<file path="src/logic/row_engine_consts.svh">
`ifndef ROW_ENGINE_CONSTS_SVH
`define ROW_ENGINE_CONSTS_SVH

// lanes in one feature or weight row
`define ROW_LANES 15

// bits per lane, signed
`define LANE_WIDTH 8

// width of one DRAM beat
`define BEAT_WIDTH 32

// four beats give 128 bits, the top byte of the last beat is dropped
`define BEATS_PER_ROW 4

// row memory addressing
`define ROW_ADDR_WIDTH 4
`define ROW_DEPTH (1 << `ROW_ADDR_WIDTH)

// compute strobe to result valid
`define MAC_LATENCY 3

`endif
</file>
<file path="src/logic/row_engine_pkg.sv">
`include "row_engine_consts.svh"

package row_engine_pkg;

    //////////////////////////////////////////////////////////////////////
    // vector types
    //////////////////////////////////////////////////////////////////////

    typedef logic [`BEAT_WIDTH-1:0] beat_t;
    typedef logic signed [`LANE_WIDTH-1:0] lane_t;
    // lane 0 sits in the lowest bits
    typedef logic [`ROW_LANES*`LANE_WIDTH-1:0] row_t;
    typedef logic [`ROW_ADDR_WIDTH-1:0] row_addr_t;
    typedef logic signed [2*`LANE_WIDTH-1:0] psum_t;

    //////////////////////////////////////////////////////////////////////
    // enums
    //////////////////////////////////////////////////////////////////////

    typedef enum logic [0:0] {
        FEATURE = 1'b0,
        WEIGHT  = 1'b1
    } beat_target_e;

    typedef enum logic [0:0] {
        IDLE    = 1'b0,
        FILLING = 1'b1
    } pack_state_e;

    //////////////////////////////////////////////////////////////////////
    // bundles
    //////////////////////////////////////////////////////////////////////

    typedef struct packed {
        beat_t        beat;
        beat_target_e target;
        logic         valid;
    } dram_beat_s;

    typedef struct packed {
        logic      wr_en;
        row_addr_t addr;
        row_t      row;
    } row_write_s;

    typedef struct packed {
        logic      strobe;
        row_addr_t feature_addr;
        row_addr_t weight_addr;
    } mac_req_s;

endpackage

</file>
<file path="src/logic/dram_row_packer.sv">
`timescale 1ns/10ps
`include "row_engine_consts.svh"

module dram_row_packer #(
    parameter row_engine_pkg::beat_target_e PACK_TARGET = row_engine_pkg::FEATURE
) (
    input  logic                       clk_i,
    input  logic                       rd_weight_rst,
    input  row_engine_pkg::dram_beat_s beat_i,
    output row_engine_pkg::row_write_s row_wr_o
);

    localparam int FILL_WIDTH = `BEAT_WIDTH * `BEATS_PER_ROW;
    localparam int ROW_WIDTH  = `ROW_LANES * `LANE_WIDTH;
    localparam int CNT_WIDTH  = $clog2(`BEATS_PER_ROW + 1);

    row_engine_pkg::pack_state_e state_q;
    logic [CNT_WIDTH-1:0]        beat_cnt_q;
    logic [FILL_WIDTH-1:0]       fill_q;
    logic                        wr_q;
    row_engine_pkg::row_addr_t   row_addr_q;
    logic                        beat_take;
    logic                        last_beat;

    // only beats tagged for this memory count
    assign beat_take = beat_i.valid && (beat_i.target == PACK_TARGET);
    assign last_beat = beat_take && (beat_cnt_q == CNT_WIDTH'(`BEATS_PER_ROW - 1));

    //////////////////////////////////////////////////////////////////////
    // beat counter FSM
    //////////////////////////////////////////////////////////////////////

    always_ff @(posedge clk_i or posedge rd_weight_rst) begin
        if (rd_weight_rst) begin
            state_q    <= row_engine_pkg::IDLE;
            beat_cnt_q <= '0;
        end else if (beat_take) begin
            case (state_q)
                row_engine_pkg::IDLE: begin
                    state_q    <= row_engine_pkg::FILLING;
                    beat_cnt_q <= CNT_WIDTH'(1);
                end
                default: begin
                    if (last_beat) begin
                        state_q    <= row_engine_pkg::IDLE;
                        beat_cnt_q <= '0;
                    end else begin
                        beat_cnt_q <= beat_cnt_q + 1'b1;
                    end
                end
            endcase
        end
    end

    // newest beat enters at the top so beat k ends up at bits 32k
    always_ff @(posedge clk_i or posedge rd_weight_rst) begin
        if (rd_weight_rst) begin
            fill_q <= '0;
        end else if (beat_take) begin
            fill_q <= {beat_i.beat, fill_q[FILL_WIDTH-1:`BEAT_WIDTH]};
        end
    end

    // strobe one cycle after the last beat and address moves on after it
    always_ff @(posedge clk_i or posedge rd_weight_rst) begin
        if (rd_weight_rst) begin
            wr_q       <= 1'b0;
            row_addr_q <= '0;
        end else begin
            wr_q <= last_beat;
            if (wr_q) begin
                row_addr_q <= row_addr_q + 1'b1;
            end
        end
    end

    assign row_wr_o = '{wr_en: wr_q, addr: row_addr_q, row: fill_q[ROW_WIDTH-1:0]};

    // count stays in range and is zero whenever the FSM is idle
    a_beat_cnt_range: assert property (@(posedge clk_i) disable iff (rd_weight_rst)
        (beat_cnt_q <= CNT_WIDTH'(`BEATS_PER_ROW - 1)) &&
        ((state_q != row_engine_pkg::IDLE) || (beat_cnt_q == '0)));

endmodule

</file>
<file path="config.mk">
export PLATFORM = sky130hd
export DESIGN_NAME = dram_row_packer
export DESIGN_NICKNAME = d
export VERILOG_FILES = /design/src/logic/row_engine_pkg.sv /design/src/logic/dram_row_packer.sv
export VERILOG_INCLUDE_DIRS = /design/src /design/src/logic
export SDC_FILE = /design/constraint.sdc
export NUM_CORES = 1
export LEC_CHECK = 0
export BUFFER_PORTS_ARGS = -buffer_cell sky130_fd_sc_hd__buf_2
export CORE_ASPECT_RATIO = 0.7
export CORE_UTILIZATION = 57
export DETAILED_ROUTE_END_ITERATION = 12
export GPL_ROUTABILITY_DRIVEN = 0
export PLACE_DENSITY = 0.91
export SLEW_MARGIN = 10
export SYNTH_ARGS = -nofsm -noshare
export SYNTH_HDL_FRONTEND = slang
export SYNTH_SLANG_ARGS = --single-unit
</file>
<file path="constraint.sdc">
create_clock -name clk_i -period 5.7 [get_ports clk_i]
set_input_delay 0 -clock clk_i [delete_from_list [all_inputs] [get_ports clk_i]]
set_output_delay 0 -clock clk_i [all_outputs]
set_load 0.005 [all_outputs]
</file>
==> reports/qor.csv <==
stage,metric,value,unit
min_path,whs_endpoint,fill_q[47]$_DFFE_PP0P_,
sta,worst_slew_pin_slew,1.010,ns
flow_run,maxCapViolCount,0,
cells_and_area,diodes,0,
synthesis,netlist.area_leader.share,56.14,%
synthesis,ys_seq_area_share,56.14,%
setup_path,worstSetupEndpointType,flip-flop,
die,row_count,31,
sta,max_freq,0.5959,GHz
drt,drt-initial-drc-count,340,
synthesis,ys_ff_latch,137,
drt,vias,4317,
clock_network,tritoncts,built,
cells_and_area,final_design_area_no_fill,6918,um2
synthesis,synthDistinctLibCells,18,
synthesis,synth.top_cells.by_area,"dfrtp_1, nand2_1, buf_4, buf_2, ha_1",
place,post_dp_cell_area,6030,um2
min_path,hold_class,in2reg,
place,preCtsSetupSlack,3.601,ns
grt,grt_max_degree,83,
synthesis,synth_largest_area_cell,dfrtp_1,
sta,hold_violations,0,
setup_path,cp_data_arrival_time,2.02,ns
sta,fin_ws,4.022,ns
die,start_util,58.75,%
setup_path,crit_start,beat_i[0],
setup_path,worst_setup_path_start_kind,primary input,
setup_path,path_class,in2reg,
clock_network,cts-root-buf,clkbuf_16,
clock_network,cts.clk_slew.worst_paths,0.06,ns
drt,routed_wirelength,12.05,mm
min_path,min_from,beat_i[1],
drt,route.detailed.drc,0,
clock_network,htree_levels,4,
sta,tns,0,ns
setup_path,r2r_slack,4.61,ns
clock_network,ctsLongestPathBuffers,2,
drt,first_pass_iters,4,
synthesis,syn_nets,733,
setup_path,cp_data_required_time,6.04,ns
grt,grt_pass1_vias,4005,
drt,routed_via_density,4.781,
run_status,status,finished clean,
place,dp_hpwl,7.218,mm
cells_and_area,drive_above_1_share,25.42,%
grt,grt-ovfl-total,0,
die,top_level_ports,161,
sta,post-route-period-util,29.44,%
grt,antenna_found_initial,0,
cells_and_area,area.growth.synth_to_final,13.28,%
clock_network,clock_latency,0.41,ns
sta,period_minus_slack,1.678,ns
drt,wl_per_cell,13.35,um
setup_path,crit-reg2reg-capture,row_addr_q[1]$_DFFE_PP0P_,
sta,rsz0062_at_grt,no,
synthesis,syn_area_per_cell,8.787,um2
synthesis,yosys_warnings,0,
grt,grt_first_pass_wirelength,19.53,mm
setup_path,reg2reg_depth,2,
setup_path,path_max_fanout,82,
power_and_ir_drop,max-vdd-ir-drop,213.0,uV
power_and_ir_drop,p_leak,4.070,nW
clock_network,cts_resized,0,
place,io_buffers,160,
sta,drv_slew,0,
sta,worst_clock_skew,0.006419,ns
grt,grtUsageTotal,22.88,%
cells_and_area,fin_nets,797,
synthesis,synth_area,6107,um2
power_and_ir_drop,p_per_area,395.8,nW/um2
die,core,10400,um2
synthesis,synth_cells,695,
setup_path,r2r_start,row_addr_q[0]$_DFFE_PP0P_,
min_path,whs_path_depth,4,
drt,ant_nets,0,
clock_network,cts.sinks,137,
die,die_h,88.60,um
clock_network,cts_buffers,17,
die,dieArea,11140,um2
sta,final-setup-viol-count,0,
sta,slew_headroom,32.52,%
die,die_x,125.7,um
==> kinds of logic after synthesis <==
kind of cell | after synthesis | synth area share, %
AOI/OAI and AO/OA | 4 | 0.3892
xor gates and xnor gates | 3 | 0.4303
adders and majority gates | 2 | 0.4097
buffers and inverters | 152 | 17.84
DFF | 137 | 56.14
muxes | 1 | 0.1844
and+or+nand+nor | 396 | 24.61
==> sequential cells by signal (all words and copies together), names as in the netlist <==
name and count:
wr_q 1, row_addr_q 4, fill_q 128, state_q 1
beat_cnt_q 3
==> through the flow <==
step                hold slack [ns]  cells  power (W)  utilization [%]
global placement             0.1375    839   0.001684            58.00
CTS                         0.06402    903   0.002753            66.55
floorplan                    0.1054    695   0.001671                -
finish                      0.07429    903   0.002738            66.55
global route                 0.1038    903   0.002885            66.55
detailed placement           0.1368    839   0.001707            58.00
==> synth_stat cells <==
cell,count
nand4_1,1
buf_2,19
ha_1,2
buf_4,132
inv_1,1
nand2b_1,4
nor2b_1,1
nand3_1,1
o21ai_0,1
xnor2_1,2
a31oi_1,1
mux2_2,1
dfrtp_1,137
nor2_1,3
a21boi_0,1
nand2_1,386
a21oi_1,1
xor2_1,1
==> area by class of cell <==
class	instances	area, um2
fill	793	3477
timing repair buffer	196	1154
multi-input combinational	406	1604
tap	132	165.2
inverter	1	8.758
clock buffer	23	488.0
sequential	137	3428
clock inverter	8	70.07
==> worst max path at each step <==
stage | slack, ns | cells past startpoint | end
2_1_floorplan | 2.03 | 1 | beat_cnt_q[0]$_DFFE_PP0P_
3_3_place_gp | 3.66 | 5 | fill_q[50]$_DFFE_PP0P_
3_5_place_dp | 3.60 | 5 | fill_q[93]$_DFFE_PP0P_
4_1_cts | 4.04 | 5 | fill_q[87]$_DFFE_PP0P_
5_1_grt | 3.83 | 5 | fill_q[114]$_DFFE_PP0P_
6_report | 4.02 | 5 | fill_q[87]$_DFFE_PP0P_
==> cell usage in the layout (no fill, tap or decap), types with 2 or more instances in the layout <==
cell type      instances
dlygate4sd3_1         33
clkinvlp_4             2
clkbuf_1               2
nor2_1                 3
buf_2                160
clkinv_2               5
xnor2_1                2
nand2b_1               3
dfrtp_1              137
ha_1                   2
clkbuf_16             17
nand2_1              386
clkbuf_8               4
buf_4                  3
==> worst max-delay path, stage by stage <==
cell and delay [ns]:
buf_2 0.11, nor2b_4 0.82, buf_4 0.75, nand2_1 0.17, nand2_1 0.10
==> layer usage <==
layer / GRT usage (%) / wire length (um)
met4: 8.204 / 163
met3: 7.678 / 879
met1: 29.02 / 5273
met5: 0 / 0
met2: 37.27 / 5736
==> power by group <==
part           switching, W  leakage (nW)  internal (W)  total (W)
Combinational      0.000229          2.04      0.000207   0.000436
Clock              0.000386         0.275      0.000639    0.00102
Sequential         0.000133          1.75       0.00115    0.00128
Total              0.000747          4.07       0.00199    0.00274
==> repair_timing <==
item,4_1_cts,5_1_grt
buffers inserted,0,0
hold buffers,33,0
endpoints found under the hold margin,101,0
(Power assumes the default switching activity.)
