<file path="config.mk">
export PLATFORM = sky130hd
export DESIGN_NAME = row_mac
export DESIGN_NICKNAME = d
export VERILOG_FILES = /design/src/logic/row_engine_pkg.sv /design/src/logic/row_mac.sv
export VERILOG_INCLUDE_DIRS = /design/src /design/src/logic
export SDC_FILE = /design/constraint.sdc
export NUM_CORES = 2
export LEC_CHECK = 0
export BUFFER_PORTS_ARGS = -buffer_cell sky130_fd_sc_hd__buf_2
export CAP_MARGIN = 20
export CORE_MARGIN = 1
export CORE_UTILIZATION = 30
export DETAILED_ROUTE_END_ITERATION = 10
export PLACE_DENSITY = 0.49
export SLEW_MARGIN = 25
export SYNTH_ARGS = -nofsm -noshare
export SYNTH_HDL_FRONTEND = slang
export SYNTH_SLANG_ARGS = --single-unit
</file>
<file path="constraint.sdc">
create_clock -name clk_i -period 19.17 [get_ports clk_i]
set_input_delay 1.917 -clock clk_i [delete_from_list [all_inputs] [get_ports clk_i]]
set_output_delay 1.917 -clock clk_i [all_outputs]
set_load 0.02 [all_outputs]
</file>
<file path="src/logic/row_engine_consts.svh">
`ifndef ROW_ENGINE_CONSTS_SVH
`define ROW_ENGINE_CONSTS_SVH

// lanes in one feature or weight row
`define ROW_LANES 15

// bits per lane, signed
`define LANE_WIDTH 8

// width of one DRAM beat
`define BEAT_WIDTH 32

// four beats give 128 bits, the top byte of the last beat is dropped
`define BEATS_PER_ROW 4

// row memory addressing
`define ROW_ADDR_WIDTH 4
`define ROW_DEPTH (1 << `ROW_ADDR_WIDTH)

// compute strobe to result valid
`define MAC_LATENCY 3

`endif
</file>
<file path="src/logic/row_engine_pkg.sv">
`include "row_engine_consts.svh"

package row_engine_pkg;

    //////////////////////////////////////////////////////////////////////
    // vector types
    //////////////////////////////////////////////////////////////////////

    typedef logic [`BEAT_WIDTH-1:0] beat_t;
    typedef logic signed [`LANE_WIDTH-1:0] lane_t;
    // lane 0 sits in the lowest bits
    typedef logic [`ROW_LANES*`LANE_WIDTH-1:0] row_t;
    typedef logic [`ROW_ADDR_WIDTH-1:0] row_addr_t;
    typedef logic signed [2*`LANE_WIDTH-1:0] psum_t;

    //////////////////////////////////////////////////////////////////////
    // enums
    //////////////////////////////////////////////////////////////////////

    typedef enum logic [0:0] {
        FEATURE = 1'b0,
        WEIGHT  = 1'b1
    } beat_target_e;

    typedef enum logic [0:0] {
        IDLE    = 1'b0,
        FILLING = 1'b1
    } pack_state_e;

    //////////////////////////////////////////////////////////////////////
    // bundles
    //////////////////////////////////////////////////////////////////////

    typedef struct packed {
        beat_t        beat;
        beat_target_e target;
        logic         valid;
    } dram_beat_s;

    typedef struct packed {
        logic      wr_en;
        row_addr_t addr;
        row_t      row;
    } row_write_s;

    typedef struct packed {
        logic      strobe;
        row_addr_t feature_addr;
        row_addr_t weight_addr;
    } mac_req_s;

endpackage

</file>
<file path="src/logic/row_mac.sv">
`timescale 1ns/10ps
`include "row_engine_consts.svh"

module row_mac (
    input  logic                      clk_i,
    input  logic                      rd_weight_rst,
    input  row_engine_pkg::mac_req_s  req_i,
    output logic                      feature_rd_en_o,
    output logic                      weight_rd_en_o,
    output row_engine_pkg::row_addr_t feature_rd_addr_o,
    output row_engine_pkg::row_addr_t weight_rd_addr_o,
    input  row_engine_pkg::row_t      feature_row_i,
    input  row_engine_pkg::row_t      weight_row_i,
    output row_engine_pkg::psum_t     result_o,
    output logic                      result_valid_o
);

    row_engine_pkg::row_t  feature_q;
    row_engine_pkg::row_t  weight_q;
    row_engine_pkg::psum_t prod_q [`ROW_LANES];
    row_engine_pkg::psum_t sum_c;
    logic [2:0]            valid_q;

    // both memories read in the strobe cycle
    assign feature_rd_en_o   = req_i.strobe;
    assign weight_rd_en_o    = req_i.strobe;
    assign feature_rd_addr_o = req_i.feature_addr;
    assign weight_rd_addr_o  = req_i.weight_addr;

    // one bit per stage, new strobe every cycle allowed
    always_ff @(posedge clk_i or posedge rd_weight_rst) begin
        if (rd_weight_rst) begin
            valid_q <= '0;
        end else begin
            valid_q <= {valid_q[1:0], req_i.strobe};
        end
    end

    //////////////////////////////////////////////////////////////////////
    // stage one: weight register and matching feature row
    //////////////////////////////////////////////////////////////////////

    always_ff @(posedge clk_i or posedge rd_weight_rst) begin
        if (rd_weight_rst) begin
            weight_q  <= '0;
            feature_q <= '0;
        end else if (valid_q[0]) begin
            weight_q  <= weight_row_i;
            feature_q <= feature_row_i;
        end
    end

    //////////////////////////////////////////////////////////////////////
    // stage two: signed lane products
    //////////////////////////////////////////////////////////////////////

    // 8x8 signed always fits 16 bits
    always_ff @(posedge clk_i or posedge rd_weight_rst) begin
        if (rd_weight_rst) begin
            for (int k = 0; k < `ROW_LANES; k++) begin
                prod_q[k] <= '0;
            end
        end else if (valid_q[1]) begin
            for (int k = 0; k < `ROW_LANES; k++) begin
                prod_q[k] <= row_engine_pkg::lane_t'(feature_q[k*`LANE_WIDTH +: `LANE_WIDTH]) *
                             row_engine_pkg::lane_t'(weight_q[k*`LANE_WIDTH +: `LANE_WIDTH]);
            end
        end
    end

    //////////////////////////////////////////////////////////////////////
    // stage three: lane sum, wraps at 16 bits
    //////////////////////////////////////////////////////////////////////

    always_comb begin
        sum_c = '0;
        for (int k = 0; k < `ROW_LANES; k++) begin
            sum_c = sum_c + prod_q[k];
        end
    end

    assign result_o       = sum_c;
    assign result_valid_o = valid_q[2];

    // valid pulses exactly MAC_LATENCY cycles after each strobe, never otherwise
    a_result_latency: assert property (@(posedge clk_i) disable iff (rd_weight_rst)
        result_valid_o == $past(req_i.strobe, `MAC_LATENCY));

    // memories were written before use, so no X may reach the result
    a_result_known: assert property (@(posedge clk_i) disable iff (rd_weight_rst)
        result_valid_o |-> !$isunknown(result_o));

endmodule

</file>
==> results.py <==
metrics = {
    "status": {
        "status": "finished clean",
    },
    "sta": {
        "post-route-min-period_ns": 8.69,
        "worst_pin_slew_ns": 0.931,
        "rsz0062_at_grt": "no",
        "hold_viol_final": 0,
        "clock_skew_ns": 0.0331,
        "setup_viol": 0,
        "maxSlewHeadroom_pct": 38.0,
        "fmax_mhz": 115,
        "drv_slew": 0,
        "min_period_over_period_pct": 45.3,
        "tns_ns": 0,
    },
    "setup_path": {
        "critPathMaxFanout": 3,
        "crit_path_cell_trace": "inv_1, fa_1, fa_1, inv_1, fa_1, fa_1, inv_1, fa_1, inv_1, fa_1, ha_1, inv_1, fa_1, nor2b_1, o21a_1, o21ai_0, a211oi_1, o21ai_0, buf_4, a21oi_1, xor2_1, buf_2",
        "path_buf_inv": 7,
        "cp.arrival_ns": 6.77,
        "cp_slowest_cell": "fa_1",
        "max_stage_delay_ns": 0.55,
        "worst_r2r_path_depth": 17,
        "crit_required_ns": 17.25,
        "reg2reg_slack_ns": 14.12,
        "rr_startpoint": "weight_q[96]$_DFFE_PP0P_",
        "critPathLaunchType": "register",
        "reg2reg_to": "prod_q[47]$_DFFE_PP0P_",
        "cp-end-kind": "output port",
        "crit_type": "reg -> out",
        "crit_top_cell": "fa_1",
        "path_delay_family": "adder cells",
    },
    "detailed_routing": {
        "drcViolationCount": 0,
        "routed-via-count": 39300,
        "wl_per_cell_um": 18.2,
        "vias_per_cell": 4.49,
        "drt-initial-drc-count": 1399,
        "ant_nets": 0,
        "wirelength_um": 160000,
        "drt_first_pass_iters": 5,
    },
    "yosys": {
        "yosysSeqAreaShare_pct": 20.3,
        "synth_flop_cell": "dfrtp_1",
        "syn_inst": 5817,
        "syn-num-nets": 7533,
        "synth_edf_count": 0,
        "synth.most_common_cell": "inv_1",
        "synth_top_area_share_pct": 34.0,
        "yosys_register_bits": 483,
        "yosysWarnings": 0,
        "synthTopCellsByCount": "inv_1 (1292), fa_1 (1010), and2_1 (583), dfrtp_1 (483), ha_1 (455)",
        "avgSynthCellArea_um2": 10.2,
        "syn_area_mm2": 0.0594,
        "async_flop_share_pct": 100,
        "ys_top_cells_by_area": "fa_1 (34%), dfrtp_1 (20%), ha_1 (9.6%)",
        "ys_types": 61,
        "synth_largest_area_cell": "fa_1",
    },
    "clock_network": {
        "cts_resized": 0,
        "htree_levels": 3,
        "cts.sinks": 483,
        "path_clk_slew_ns": 0.06,
        "cts_tree": "yes",
        "cts_setup_buffers": 0,
        "clock_latency_ns": 0.68,
        "holdBufCountCts": 0,
        "root_buffer": "clkbuf_16",
        "numCtsBuffers": 70,
        "clock_tree.buffer_depth": 3,
    },
    "final_layout": {
        "multiInputGateArea_mm2": 0.0420,
        "drive_above_1_share_pct": 11.7,
        "nFillCells": 20400,
        "final-seq-area_mm2": 0.0121,
        "nets": 7772,
        "area_delta_synth_final_pct": 11.2,
    },
    "min_path": {
        "min_path_type": "reg -> reg",
        "hold_depth": 2,
        "hp-start": "prod_q[236]$_DFFE_PP0P_",
        "min_to": "prod_q[236]$_DFFE_PP0P_",
    },
    "global_route": {
        "busiest_layer": "met2",
        "grt_max_degree": 84,
        "grt_use_met1_pct": 22.1,
        "grt_pass1_wl_um": 258000,
        "met2_usage_pct": 28.7,
        "antenna_found_initial": 21,
        "first_global_vias": 44000,
        "grt.total_usage_pct": 16.8,
        "met3_usage_pct": 2.21,
        "overflow": 0,
    },
    "floorplan": {
        "fp.dieW_um": 447,
        "row_count": 163,
        "ioPinCount": 278,
        "floorplan.initialDensity_pct": 30.2,
        "die_area_mm2": 0.200,
        "core_mm2": 0.197,
        "die-height_um": 447,
    },
    "placed_design": {
        "hpwlAfterDp_um": 133000,
        "place.gp.congestion": 0.824,
        "port_buffers": 261,
    },
    "flow_run": {
        "maxCapViolCount": 0,
    },
}
-- how the worst max path moves through the flow --
stage	startpoint	cells after the start	slack, ns	to
2_1_floorplan	rd_weight_rst	1	3.78	feature_q[0]$_DFFE_PP0P_
3_3_place_gp	prod_q[210]$_DFFE_PP0P_	19	11.20	result_o[15]
3_5_place_dp	prod_q[210]$_DFFE_PP0P_	19	11.18	result_o[15]
4_1_cts	prod_q[210]$_DFFE_PP0P_	22	10.40	result_o[14]
5_1_grt	prod_q[210]$_DFFE_PP0P_	22	10.06	result_o[14]
6_report	prod_q[210]$_DFFE_PP0P_	22	10.48	result_o[14]
-- cells in the final DEF (no fill, tap or decap), types with 10 or more instances in the layout --
| master | synthesis | final |
|---|---|---|
| and3_1 | 14 | 14 |
| a211o_1 | 15 | 15 |
| a21boi_1 | 12 | 12 |
| nor2b_1 | 34 | 34 |
| nor2_1 | 128 | 128 |
| nand2b_1 | 104 | 104 |
| mux2_2 | 284 | 284 |
| a211oi_1 | 24 | 24 |
| clkbuf_1 | 86 | 11 |
| o21ai_1 | 13 | 13 |
| o31ai_1 | 29 | 29 |
| or2_2 | 13 | 13 |
| o311a_1 | 11 | 11 |
| xnor2_1 | 207 | 207 |
| nor3_1 | 40 | 40 |
| o21ai_0 | 160 | 160 |
| dfrtp_1 | 483 | 481 |
| and2_1 | 583 | 583 |
| a21oi_1 | 87 | 87 |
| or3_1 | 15 | 15 |
| o211ai_1 | 16 | 16 |
| buf_4 | 10 | 14 |
| fa_1 | 1010 | 1010 |
| clkbuf_8 | 0 | 14 |
| buf_2 | 12 | 261 |
| a21o_1 | 26 | 26 |
| ha_1 | 455 | 455 |
| clkbuf_16 | 0 | 72 |
| o311ai_1 | 10 | 10 |
| a31oi_1 | 16 | 16 |
| inv_1 | 1292 | 1290 |
| o21a_1 | 44 | 44 |
| xor2_1 | 10 | 10 |
| nand3_1 | 40 | 40 |
| nand2_1 | 436 | 436 |
-- through the flow --
stage                     util, %  setup WS, ns  cells  instance area, µm²  hold WS [ns]
after floorplan                 -          3.78   5817               59400         0.349
after global placement       32.3         11.20   8624               63700         0.478
after detailed placement     32.3         11.18   8624               63700         0.482
after CTS                    33.5         10.40   8747               66100         0.504
after global routing         33.5         10.06   8749               66100         0.537
final                        33.5         10.48   8753               66100         0.500
-- worst min-delay path, cell delays in order, from the launching register on --
cell	delay, ns
dfrtp_1	0.34
nand2_1	0.06
o31ai_1	0.06
-- flip-flops by register name, indices dropped and copies added, names as in the netlist --
name	flops
feature_q	120
prod_q	240
valid_q	3
weight_q	120
-- cells by family after synthesis --
logic type	share of synthesized area, %
xor+xnor	3.20
compound gates	5.95
simple gates	12.5
flops	20.3
mux	5.52
fa+ha+maj	43.6
buf+inv	8.95
-- layout make-up --
cell class	count	share of cell area, %
Timing Repair Buffer	278	2.19
Clock buffer	97	3.08
Clock inverter	26	0.470
Antenna cell	6	0.0227
Inverter	1292	7.35
Multi-Input combinational cell	3931	63.6
Tap cell	2640	5.00
Sequential cell	483	18.3
-- routing by layer --
metal	vias up	part of all wire, %
li1	18400	-
met1	20200	45
met2	507	49
met3	169	3.1
met4	18	2.8
met5	-	0.066
Power is not shown: default switching activity piles up to over one toggle a cycle in this logic, so the estimate is an artifact.
